<file path="config.mk">
export PLATFORM = sky130hd
export DESIGN_NAME = dcache
export DESIGN_NICKNAME = d
export VERILOG_FILES = /design/src/dcache_pkg.sv /design/src/dcache.sv /design/src/dcache_ctrl.sv /design/src/main_cache.sv /design/src/mshr_table.sv /design/src/victim_cache.sv
export VERILOG_INCLUDE_DIRS = /design/src /design/src/src
export SDC_FILE = /design/constraint.sdc
export NUM_CORES = 2
export LEC_CHECK = 0
export BUFFER_PORTS_ARGS = -buffer_cell sky130_fd_sc_hd__buf_2
export CORE_MARGIN = 10
export CORE_UTILIZATION = 55
export CTS_CLUSTER_SIZE = 20
export DETAILED_ROUTE_END_ITERATION = 10
export PLACE_DENSITY_LB_ADDON = 0.15
export SLEW_MARGIN = 20
export SYNTH_ARGS = -nofsm -noshare
export SYNTH_HDL_FRONTEND = slang
export SYNTH_HIERARCHICAL = 1
export SYNTH_SLANG_ARGS = --single-unit
export TNS_END_PERCENT = 1
</file>
<file path="constraint.sdc">
create_clock -name clock -period 10.1 [get_ports clock]
set_clock_uncertainty 0.15 [all_clocks]
set_input_delay 2.02 -clock clock [delete_from_list [all_inputs] [get_ports clock]]
set_output_delay 2.02 -clock clock [all_outputs]
set_load 0.005 [all_outputs]
</file>
<file path="src/dcache_defs.svh">
`ifndef DCACHE_DEFS_SVH
`define DCACHE_DEFS_SVH

// address and block geometry
`define XLEN          32
`define DC_BLK_BITS   64
`define DC_BO         3     // byte offset inside a block

// direct-mapped main cache
`define N_CL          8
`define N_IDX_BITS    3
`define DC_TAG_LEN    26    // XLEN - N_IDX_BITS - DC_BO

// fully associative victim cache
`define N_VC_CL       4

// outstanding memory traffic
`define N_MSHR        4
`define MEM_TAG_BITS  4

// memory model response delay in cycles
`define MEM_LATENCY   6

`endif

</file>
<file path="src/dcache_pkg.sv">
`include "dcache_defs.svh"

package dcache_pkg;

    typedef logic [`XLEN-1:0]            mem_addr_t;
    typedef logic [`DC_BLK_BITS-1:0]     block_t;
    typedef logic [`XLEN-1:0]            reg_data_t;
    typedef logic [`DC_TAG_LEN-1:0]      cl_tag_t;
    typedef logic [`XLEN-`DC_BO-1:0]     vc_tag_t;   // full line address
    typedef logic [`MEM_TAG_BITS-1:0]    mem_tag_t;
    typedef logic [$clog2(`N_VC_CL)-1:0] lru_t;

    typedef enum logic [1:0] {MEM_READ, MEM_WRITE} mem_op_t;
    typedef enum logic [1:0] {BYTE, HALF, WORD} mem_size_t;
    typedef enum logic [1:0] {BUS_NONE, BUS_LOAD, BUS_STORE} bus_cmd_t;
    typedef enum logic [1:0] {READY, WAIT_MSHR, WAIT} dc_state_t;

    typedef struct packed {
        logic      valid;
        mem_op_t   mem_op;
        mem_size_t size;
        mem_addr_t addr;
        reg_data_t write_content;
    } dcache_request_t;

    typedef struct packed {
        logic      valid;
        reg_data_t reg_data;
    } dcache_response_t;

    typedef struct packed {
        logic    valid;
        logic    dirty;
        cl_tag_t cl_tag;
        block_t  block;
    } cache_line_t;

    typedef struct packed {
        logic    valid;
        logic    dirty;
        lru_t    lru;
        vc_tag_t vc_tag;
        block_t  block;
    } vc_line_t;

    // main to victim, and victim to the MSHR
    typedef struct packed {
        logic    valid;
        logic    dirty;
        vc_tag_t line_addr;
        block_t  block;
    } evict_line_t;

    typedef struct packed {
        logic    valid;
        vc_tag_t line_addr;
        block_t  block;
    } fill_t;

    function automatic block_t merge_store(block_t blk, logic [`DC_BO-1:0] offset,
                                           mem_size_t size, reg_data_t data);
        block_t merged;
        merged = blk;
        case (size)
            BYTE:    merged[offset*8 +: 8] = data[7:0];
            HALF:    merged[offset[`DC_BO-1:1]*16 +: 16] = data[15:0];
            default: merged[offset[`DC_BO-1]*32 +: 32] = data;
        endcase
        return merged;
    endfunction

    // loads are zero-extended
    function automatic reg_data_t extract_load(block_t blk, logic [`DC_BO-1:0] offset,
                                               mem_size_t size);
        reg_data_t word;
        word = '0;
        case (size)
            BYTE:    word[7:0] = blk[offset*8 +: 8];
            HALF:    word[15:0] = blk[offset[`DC_BO-1:1]*16 +: 16];
            default: word = blk[offset[`DC_BO-1]*32 +: 32];
        endcase
        return word;
    endfunction

endpackage

</file>
<file path="src/dcache.sv">
`timescale 1ns/100ps
`include "dcache_defs.svh"

module dcache (
    input  logic                         clock,
    input  logic                         reset,
    input  dcache_pkg::dcache_request_t  dcache_request,
    input  dcache_pkg::mem_tag_t         mem_response,
    input  dcache_pkg::mem_tag_t         mem_tag,
    input  dcache_pkg::block_t           mem_data,
    output logic                         stall,
    output dcache_pkg::dcache_response_t dcache_response,
    output dcache_pkg::bus_cmd_t         mem_command,
    output dcache_pkg::mem_addr_t        mem_addr,
    output dcache_pkg::block_t           mem_data_out
);
    import dcache_pkg::*;

    logic            accept;
    logic            main_hit;
    logic            vc_hit;
    logic            wb_pending;
    logic            mshr_free;
    logic            alloc_read;
    logic            fill_done;
    block_t          main_block;
    block_t          vc_block;
    block_t          resp_block;
    evict_line_t     main_evict;
    evict_line_t     vc_evict;
    fill_t           fill;
    dcache_request_t wait_request;

    assign accept = dcache_request.valid && !stall;

    dcache_ctrl ctrl_i (
        .clock, .reset,
        .request      (dcache_request),
        .main_hit, .vc_hit, .wb_pending, .mshr_free, .fill,
        .stall, .alloc_read, .wait_request, .fill_done
    );

    main_cache main_i (
        .clock, .reset,
        .request      (dcache_request),
        .accept, .wait_request, .fill, .fill_done,
        .hit          (main_hit),
        .hit_block    (main_block),
        .evict        (main_evict)
    );

    victim_cache victim_i (
        .clock, .reset,
        .request      (dcache_request),
        .accept,
        .evict_in     (main_evict),
        .hit          (vc_hit),
        .hit_block    (vc_block),
        .evict_out    (vc_evict)
    );

    mshr_table mshr_i (
        .clock, .reset,
        .alloc_read, .wait_request, .vc_evict,
        .mem_response, .mem_tag, .mem_data,
        .mem_command, .mem_addr, .mem_data_out, .fill,
        .wb_pending, .mshr_free
    );

    always_comb begin
        if (fill_done)
            resp_block = fill.block;   // miss completes from the returning line
        else if (main_hit)
            resp_block = main_block;
        else
            resp_block = vc_block;
    end

    // wait_request is the live request in READY, so it fits both cases
    always_ff @(posedge clock) begin
        dcache_response.reg_data <= extract_load(resp_block, wait_request.addr[`DC_BO-1:0],
                                                 wait_request.size);
        if (reset)
            dcache_response.valid <= 1'b0;
        else
            dcache_response.valid <= fill_done || (accept && (main_hit || vc_hit));
    end

endmodule

</file>
<file path="src/dcache_ctrl.sv">
`timescale 1ns/100ps
`include "dcache_defs.svh"

module dcache_ctrl (
    input  logic                        clock,
    input  logic                        reset,
    input  dcache_pkg::dcache_request_t request,
    input  logic                        main_hit,
    input  logic                        vc_hit,
    input  logic                        wb_pending,
    input  logic                        mshr_free,
    input  dcache_pkg::fill_t           fill,
    output logic                        stall,
    output logic                        alloc_read,
    output dcache_pkg::dcache_request_t wait_request,
    output logic                        fill_done
);
    import dcache_pkg::*;

    dc_state_t       state;
    dc_state_t       next_state;
    dcache_request_t held_request;
    logic            miss;
    logic            can_alloc;

    assign miss      = request.valid && !main_hit && !vc_hit;
    assign can_alloc = !wb_pending && mshr_free;
    assign stall     = state != READY;

    // the live request until a miss has been latched
    assign wait_request = (state == READY) ? request : held_request;

    assign fill_done = state == WAIT && fill.valid &&
                       fill.line_addr == held_request.addr[`XLEN-1:`DC_BO];

    always_comb begin
        next_state = state;
        alloc_read = 1'b0;
        case (state)
            READY: begin
                if (miss) begin
                    next_state = can_alloc ? WAIT : WAIT_MSHR;
                    alloc_read = can_alloc;
                end
            end
            WAIT_MSHR: begin
                if (can_alloc) begin   // write-back issued and a read entry free
                    next_state = WAIT;
                    alloc_read = 1'b1;
                end
            end
            WAIT:    if (fill_done) next_state = READY;
            default: next_state = READY;
        endcase
    end

    always_ff @(posedge clock) begin
        if (reset)
            state <= READY;
        else
            state <= next_state;
        if (state == READY && miss)
            held_request <= request;
    end

    // one read per miss, so every returning line belongs to the waiting request
    assert property (@(posedge clock) disable iff (reset) fill.valid |-> fill_done)
        else $error("fill arrived with no matching miss waiting");

endmodule

</file>
<file path="src/main_cache.sv">
`timescale 1ns/100ps
`include "dcache_defs.svh"

module main_cache (
    input  logic                        clock,
    input  logic                        reset,
    input  dcache_pkg::dcache_request_t request,
    input  logic                        accept,
    input  dcache_pkg::dcache_request_t wait_request,
    input  dcache_pkg::fill_t           fill,
    input  logic                        fill_done,
    output logic                        hit,
    output dcache_pkg::block_t          hit_block,
    output dcache_pkg::evict_line_t     evict
);
    import dcache_pkg::*;

    cache_line_t            lines [`N_CL];
    logic [`N_IDX_BITS-1:0] req_idx;
    logic [`N_IDX_BITS-1:0] fill_idx;
    logic                   fill_store;
    block_t                 fill_block;

    assign req_idx  = request.addr[`N_IDX_BITS+`DC_BO-1:`DC_BO];
    assign fill_idx = fill.line_addr[`N_IDX_BITS-1:0];

    assign hit = request.valid && lines[req_idx].valid &&
                 lines[req_idx].cl_tag == request.addr[`XLEN-1:`XLEN-`DC_TAG_LEN];
    assign hit_block = lines[req_idx].block;

    // store that missed lands in the fresh block
    assign fill_store = fill_done && wait_request.mem_op == MEM_WRITE;
    assign fill_block = fill_store ?
        merge_store(fill.block, wait_request.addr[`DC_BO-1:0], wait_request.size,
                    wait_request.write_content) : fill.block;

    // old occupant goes to the victim cache in the fill cycle
    always_comb begin
        evict.valid     = fill.valid && lines[fill_idx].valid;
        evict.dirty     = lines[fill_idx].dirty;
        evict.line_addr = {lines[fill_idx].cl_tag, fill_idx};
        evict.block     = lines[fill_idx].block;
    end

    always_ff @(posedge clock) begin
        if (reset) begin
            for (int i = 0; i < `N_CL; i++) begin
                lines[i].valid <= 1'b0;
                lines[i].dirty <= 1'b0;
            end
        end else if (fill.valid) begin
            lines[fill_idx].valid  <= 1'b1;
            lines[fill_idx].dirty  <= fill_store;   // clean unless a store merged
            lines[fill_idx].cl_tag <= fill.line_addr[`XLEN-`DC_BO-1:`N_IDX_BITS];
            lines[fill_idx].block  <= fill_block;
        end else if (accept && hit && request.mem_op == MEM_WRITE) begin
            lines[req_idx].dirty <= 1'b1;
            lines[req_idx].block <= merge_store(lines[req_idx].block,
                                                request.addr[`DC_BO-1:0], request.size,
                                                request.write_content);
        end
    end

endmodule

</file>
<file path="src/mshr_table.sv">
`timescale 1ns/100ps
`include "dcache_defs.svh"

module mshr_table (
    input  logic                        clock,
    input  logic                        reset,
    input  logic                        alloc_read,
    input  dcache_pkg::dcache_request_t wait_request,
    input  dcache_pkg::evict_line_t     vc_evict,
    input  dcache_pkg::mem_tag_t        mem_response,
    input  dcache_pkg::mem_tag_t        mem_tag,
    input  dcache_pkg::block_t          mem_data,
    output dcache_pkg::bus_cmd_t        mem_command,
    output dcache_pkg::mem_addr_t       mem_addr,
    output dcache_pkg::block_t          mem_data_out,
    output dcache_pkg::fill_t           fill,
    output logic                        wb_pending,
    output logic                        mshr_free
);
    import dcache_pkg::*;

    localparam int IW = $clog2(`N_MSHR);

    logic     ent_valid [`N_MSHR];
    logic     ent_write [`N_MSHR];   // write-back or read
    mem_tag_t ent_tag   [`N_MSHR];   // zero until memory accepts
    vc_tag_t  ent_line  [`N_MSHR];
    block_t   ent_data  [`N_MSHR];

    logic [IW-1:0] free_idx;
    logic [IW-1:0] issue_idx;
    logic [IW-1:0] ret_idx;
    logic          issue;
    logic          ret_hit;

    always_comb begin
        free_idx   = '0;
        mshr_free  = 1'b0;
        wb_pending = 1'b0;
        issue      = 1'b0;
        issue_idx  = '0;
        for (int i = `N_MSHR-1; i >= 0; i--) begin
            if (!ent_valid[i]) begin
                free_idx  = IW'(i);
                mshr_free = 1'b1;
            end
            if (ent_valid[i] && ent_write[i] && wait_request.valid &&
                ent_line[i] == wait_request.addr[`XLEN-1:`DC_BO])
                wb_pending = 1'b1;
            if (ent_valid[i] && !ent_write[i] && ent_tag[i] == '0) begin
                issue     = 1'b1;
                issue_idx = IW'(i);
            end
        end
        // write-backs override any read candidate
        for (int i = `N_MSHR-1; i >= 0; i--) begin
            if (ent_valid[i] && ent_write[i] && ent_tag[i] == '0) begin
                issue     = 1'b1;
                issue_idx = IW'(i);
            end
        end
    end

    always_comb begin
        ret_hit = 1'b0;
        ret_idx = '0;
        for (int i = 0; i < `N_MSHR; i++) begin
            if (ent_valid[i] && !ent_write[i] && mem_tag != '0 && ent_tag[i] == mem_tag) begin
                ret_hit = 1'b1;
                ret_idx = IW'(i);
            end
        end
    end

    assign fill.valid     = ret_hit;
    assign fill.line_addr = ent_line[ret_idx];
    assign fill.block     = mem_data;

    assign mem_command  = !issue ? BUS_NONE : (ent_write[issue_idx] ? BUS_STORE : BUS_LOAD);
    assign mem_addr     = {ent_line[issue_idx], {`DC_BO{1'b0}}};
    assign mem_data_out = (issue && ent_write[issue_idx]) ? ent_data[issue_idx] : '0;

    always_ff @(posedge clock) begin
        if (reset) begin
            for (int i = 0; i < `N_MSHR; i++)
                ent_valid[i] <= 1'b0;
        end else begin
            if (ret_hit)
                ent_valid[ret_idx] <= 1'b0;
            if (issue && mem_response != '0) begin
                if (ent_write[issue_idx])
                    ent_valid[issue_idx] <= 1'b0;   // stores are done once accepted
                else
                    ent_tag[issue_idx] <= mem_response;
            end
            if (vc_evict.valid) begin
                ent_valid[free_idx] <= 1'b1;
                ent_write[free_idx] <= 1'b1;
                ent_tag[free_idx]   <= '0;
                ent_line[free_idx]  <= vc_evict.line_addr;
                ent_data[free_idx]  <= vc_evict.block;
            end else if (alloc_read) begin
                ent_valid[free_idx] <= 1'b1;
                ent_write[free_idx] <= 1'b0;
                ent_tag[free_idx]   <= '0;
                ent_line[free_idx]  <= wait_request.addr[`XLEN-1:`DC_BO];
            end
        end
    end

    // every tag that memory returns belongs to an outstanding read
    assert property (@(posedge clock) disable iff (reset) mem_tag != '0 |-> ret_hit)
        else $error("memory tag %0d matched no outstanding read", mem_tag);

endmodule

</file>
<file path="src/victim_cache.sv">
`timescale 1ns/100ps
`include "dcache_defs.svh"

module victim_cache (
    input  logic                        clock,
    input  logic                        reset,
    input  dcache_pkg::dcache_request_t request,
    input  logic                        accept,
    input  dcache_pkg::evict_line_t     evict_in,
    output logic                        hit,
    output dcache_pkg::block_t          hit_block,
    output dcache_pkg::evict_line_t     evict_out
);
    import dcache_pkg::*;

    localparam int VW = $clog2(`N_VC_CL);

    vc_line_t                    lines [`N_VC_CL];
    logic [VW:0]                 n_valid;   // occupied slots
    logic                        full;
    logic [`N_VC_CL-1:0]         valid_vec;
    logic [VW-1:0]               hit_idx;
    logic [VW-1:0]               free_idx;
    logic [VW-1:0]               lru_idx;
    logic [VW-1:0]               ins_idx;
    lru_t                        min_lru;

    assign full = n_valid == `N_VC_CL;

    always_comb begin
        hit       = 1'b0;
        hit_idx   = '0;
        free_idx  = '0;
        lru_idx   = '0;
        min_lru   = '1;
        for (int i = `N_VC_CL-1; i >= 0; i--) begin
            valid_vec[i] = lines[i].valid;
            if (!lines[i].valid)
                free_idx = VW'(i);   // lowest free slot wins
        end
        for (int i = 0; i < `N_VC_CL; i++) begin
            if (lines[i].valid && lines[i].vc_tag == request.addr[`XLEN-1:`DC_BO] &&
                request.valid) begin
                hit     = 1'b1;
                hit_idx = VW'(i);
            end
            if (lines[i].lru < min_lru) begin
                min_lru = lines[i].lru;
                lru_idx = VW'(i);
            end
        end
    end

    assign hit_block = lines[hit_idx].block;
    assign ins_idx   = full ? lru_idx : free_idx;

    // clean lines are simply dropped
    always_comb begin
        evict_out.valid     = evict_in.valid && full && lines[lru_idx].dirty;
        evict_out.dirty     = 1'b1;
        evict_out.line_addr = lines[lru_idx].vc_tag;
        evict_out.block     = lines[lru_idx].block;
    end

    always_ff @(posedge clock) begin
        if (reset) begin
            n_valid <= '0;
            for (int i = 0; i < `N_VC_CL; i++) begin
                lines[i].valid <= 1'b0;
                lines[i].dirty <= 1'b0;
                lines[i].lru   <= '0;
            end
        end else begin
            if (accept && hit) begin
                for (int i = 0; i < `N_VC_CL; i++) begin
                    if (VW'(i) == hit_idx)
                        lines[i].lru <= '1;
                    else if (lines[i].lru != '0)
                        lines[i].lru <= lines[i].lru - 1'b1;
                end
                if (request.mem_op == MEM_WRITE) begin
                    lines[hit_idx].dirty <= 1'b1;
                    lines[hit_idx].block <= merge_store(lines[hit_idx].block,
                                                        request.addr[`DC_BO-1:0],
                                                        request.size, request.write_content);
                end
            end
            if (evict_in.valid) begin
                lines[ins_idx].valid  <= 1'b1;
                lines[ins_idx].dirty  <= evict_in.dirty;
                lines[ins_idx].lru    <= '0;
                lines[ins_idx].vc_tag <= evict_in.line_addr;
                lines[ins_idx].block  <= evict_in.block;
                if (!full)
                    n_valid <= n_valid + 1'b1;
            end
        end
    end

    // occupancy count and valid bits must agree
    assert property (@(posedge clock) disable iff (reset) full |-> &valid_vec)
        else $error("victim cache counted full with an invalid line");

endmodule

</file>
==> impl_metrics.env <==
export IMPL_peakVddDrop_mv=0.217
export IMPL_fp_dieH_um=425
export IMPL_hold_viol_final=0
export IMPL_hold_path_class="flop to flop"
export IMPL_htree_levels=4
export IMPL_cts_buffers=174
export IMPL_fin_cells=9456
export IMPL_place_inst=9106
export IMPL_fin_ws_ns=2.39
export IMPL_fin_setup_tns_ns=0
export IMPL_design_area_um2=98900
export IMPL_drv_cap=0
export IMPL_dieArea_um2=181000
export IMPL_synth_area_per_cell_um2=12.6
export IMPL_worst_path_max_delay_cell="and3b_2"
export IMPL_grt_pass1_vias=65849
export IMPL_dr_wl_met3_um=56400
export IMPL_switching_share=0.264
export IMPL_critPathKind="primary input to flop"
export IMPL_grt_overflow_total=0
export IMPL_cp_num_buf_inv=2
export IMPL_setup_viol=0
export IMPL_multi_input_area_um2=39100
export IMPL_power_density_nw_per_um2=161
export IMPL_min_period_ns=7.71
export IMPL_tightest_slew_ns=1.43
export IMPL_grt_max_degree=132
export IMPL_crit_end="main_i/lines[0][37]"
export IMPL_worst_path_stages=16
export IMPL_drive_gt1_frac=0.230
export IMPL_cts_setup_buffers=0
export IMPL_fin_nets=7288
export IMPL_dp_final_hpwl_um=236000
export IMPL_seqPwrFrac=0.471
export IMPL_routedWlPerCell_um=37.4
export IMPL_rows=148
export IMPL_ctsResizeCount=0
export IMPL_crit_path_start_kind="primary input"
export IMPL_arrival_ns=8.03
export IMPL_path_clk_slew_ns=0.06
export IMPL_status="finished, violations left"
export IMPL_violations="DRC"
export IMPL_ant_nets=0
export IMPL_synthToLayoutAreaGrowth_pct=9.63
export IMPL_wl_um=354000
export IMPL_slew_headroom=0.0483
export IMPL_clk_path_buf_depth=3
export IMPL_maxSlewViolCount=0
export IMPL_worstReg2RegEnd="main_i/lines[0][37]"
export IMPL_slowest_delay_ns=0.74
export IMPL_maxUsedRoutingLayer="met5"
export IMPL_worstPathCellList="buf_2, nor3_1, nor3_1, o2111ai_4, buf_4, mux2_2, mux2i_1, o21ai_0, xor2_1, nor4_1, nand4_1, nor4_4, and3b_2, nand2_1, a22oi_1, mux2i_1"
export IMPL_ios=275
export IMPL_period_share=0.763
export IMPL_clock_fmax_mhz=130
export IMPL_start_util=0.554
export IMPL_vias_per_cell=7.42
export IMPL_rr_worst_depth=14
export IMPL_cts_hold_buf=0
export IMPL_power_switching_uw=4200
export IMPL_synthCells=7157
export IMPL_required_ns=10.43
export IMPL_cp_max_fo=18
export IMPL_num_fill_cells=12711
export IMPL_grt_pass1_wl_um=495000
export IMPL_clk_latency_ns=0.85
export IMPL_port_buffers=271
export IMPL_clkPwrFrac=0.400
export IMPL_rsz0062_at_grt="false"
export IMPL_core_um2=163000
export IMPL_grtUsageTotal=0.379
export IMPL_antenna_found_initial=45
export IMPL_die_w_um=425
export IMPL_cts_tree="done"
export IMPL_wl_met1_um=125000
export IMPL_first_pass_iters=11
export IMPL_p_leak_uw=0.0327
export IMPL_timing_critical_path_from="mem_tag[0]"
export IMPL_path_delay_family="simple AND/OR/NAND/NOR gates"
export IMPL_cts_sink_count=1627
export IMPL_pwr_share_comb=0.129
export IMPL_cp_end_kind="flop"
export IMPL_yosysWarnings=6
export IMPL_regArea_um2=48100
export IMPL_drt_iter0_markers=11722
export IMPL_dpl_instance_area_um2=93200
export IMPL_route_met2_wl_um=147000
export IMPL_reg2reg_slack_ns=3.48
export IMPL_route_vias_total=70189
export IMPL_dp_worst_setup_slack_ns=1.88
export IMPL_fin_total_pwr_uw=15900
export IMPL_syn_cell_area_um2=90200
export IMPL_gp_congestion=1.10
export IMPL_clock_root_buffer="clkbuf_16"
export IMPL_r2r_start="mshr_i/ent_valid[2]"
export IMPL_cellInternalPower_uw=11700
export IMPL_drc=19
## worst register-to-register path, delay by kind of cell, from the launching register on
kind,cells,cell delay [ns]
and+or+nand+nor,7,3.42
xor gates and xnor gates,1,0.16
muxes,2,0.47
AOI/OAI and AO/OA,2,0.61
DFF,1,0.57
buffers and inverters,2,0.89
## stage by stage
step	utilization	hold WS, ns
2_1_floorplan	-	0.303
3_3_place_gp	0.572	0.312
3_5_place_dp	0.572	0.336
4_1_cts	0.606	0.345
5_1_grt	0.607	0.390
6_report	0.607	0.349
## worst min path at each step
stage                                     start                     to  slack [ns]  cells past startpoint
after floorplan             victim_i/n_valid[1]    victim_i/n_valid[1]        0.30                      2
after global placement      victim_i/n_valid[1]    victim_i/n_valid[1]        0.31                      2
after detailed placement    victim_i/n_valid[1]    victim_i/n_valid[1]        0.34                      2
after CTS                   victim_i/n_valid[1]    victim_i/n_valid[1]        0.34                      2
after global routing      victim_i/lines[0][95]  victim_i/lines[0][95]        0.39                      2
final                       victim_i/n_valid[1]    victim_i/n_valid[1]        0.35                      2
## cells in the final DEF, fill, tap and decap left out, types with 39 or more instances in the layout
cell	count
nor2_1	357
dfxtp_1	74
nor3_1	229
nor4_1	63
inv_1	115
clkbuf_16	177
buf_2	270
a21oi_1	505
edfxtp_1	1553
nand3_1	72
nand4_1	57
xor2_1	135
a222oi_1	44
mux2_2	419
a2111oi_0	40
mux4_2	379
mux2i_1	266
buf_4	160
a22oi_1	96
nor2b_1	53
a32oi_1	39
o21ai_0	208
and2_1	70
a31oi_1	110
xnor2_1	150
o22ai_1	298
a211oi_1	39
nand2_1	386
## flip-flops by register name (all words and copies together) (netlist names)
name and flops:
main_i/lines 736, victim_i/lines 388, mshr_i/ent_data 256, mshr_i/ent_line 116
ctrl_i/held_request 69, dcache_response 33, mshr_i/ent_tag 16, mshr_i/ent_valid 4
mshr_i/ent_write 4, victim_i/n_valid 3, ctrl_i/state 2
## layout make-up
| type | instances | share of cell area |
|---|---|---|
| Antenna cell | 28 | 0.000708 |
| Clock buffer | 211 | 0.0467 |
| Timing Repair Buffer | 448 | 0.0290 |
| Clock inverter | 106 | 0.0101 |
| Inverter | 120 | 0.00455 |
| Sequential cell | 1627 | 0.487 |
| Tap cell | 2175 | 0.0275 |
| Multi-Input combinational cell | 4741 | 0.395 |
## power groups by stage
stage | Combinational [uW] | Clock (uW) | Sequential (uW)
after floorplan | 1200 | 0 | 7610
after global placement | 1930 | 0 | 7640
after detailed placement | 1940 | 0 | 7640
after CTS | 1950 | 6420 | 7490
after global routing | 2120 | 6690 | 7500
final | 2060 | 6370 | 7500
## routing by layer
metal / GRT usage / vias up
met5: 0 / -
met4: 0.219 / 32
met3: 0.158 / 1378
met2: 0.535 / 5723
met1: 0.490 / 34827
li1: - / 28229
No activity file was read; power rests on OpenSTA's default activity.
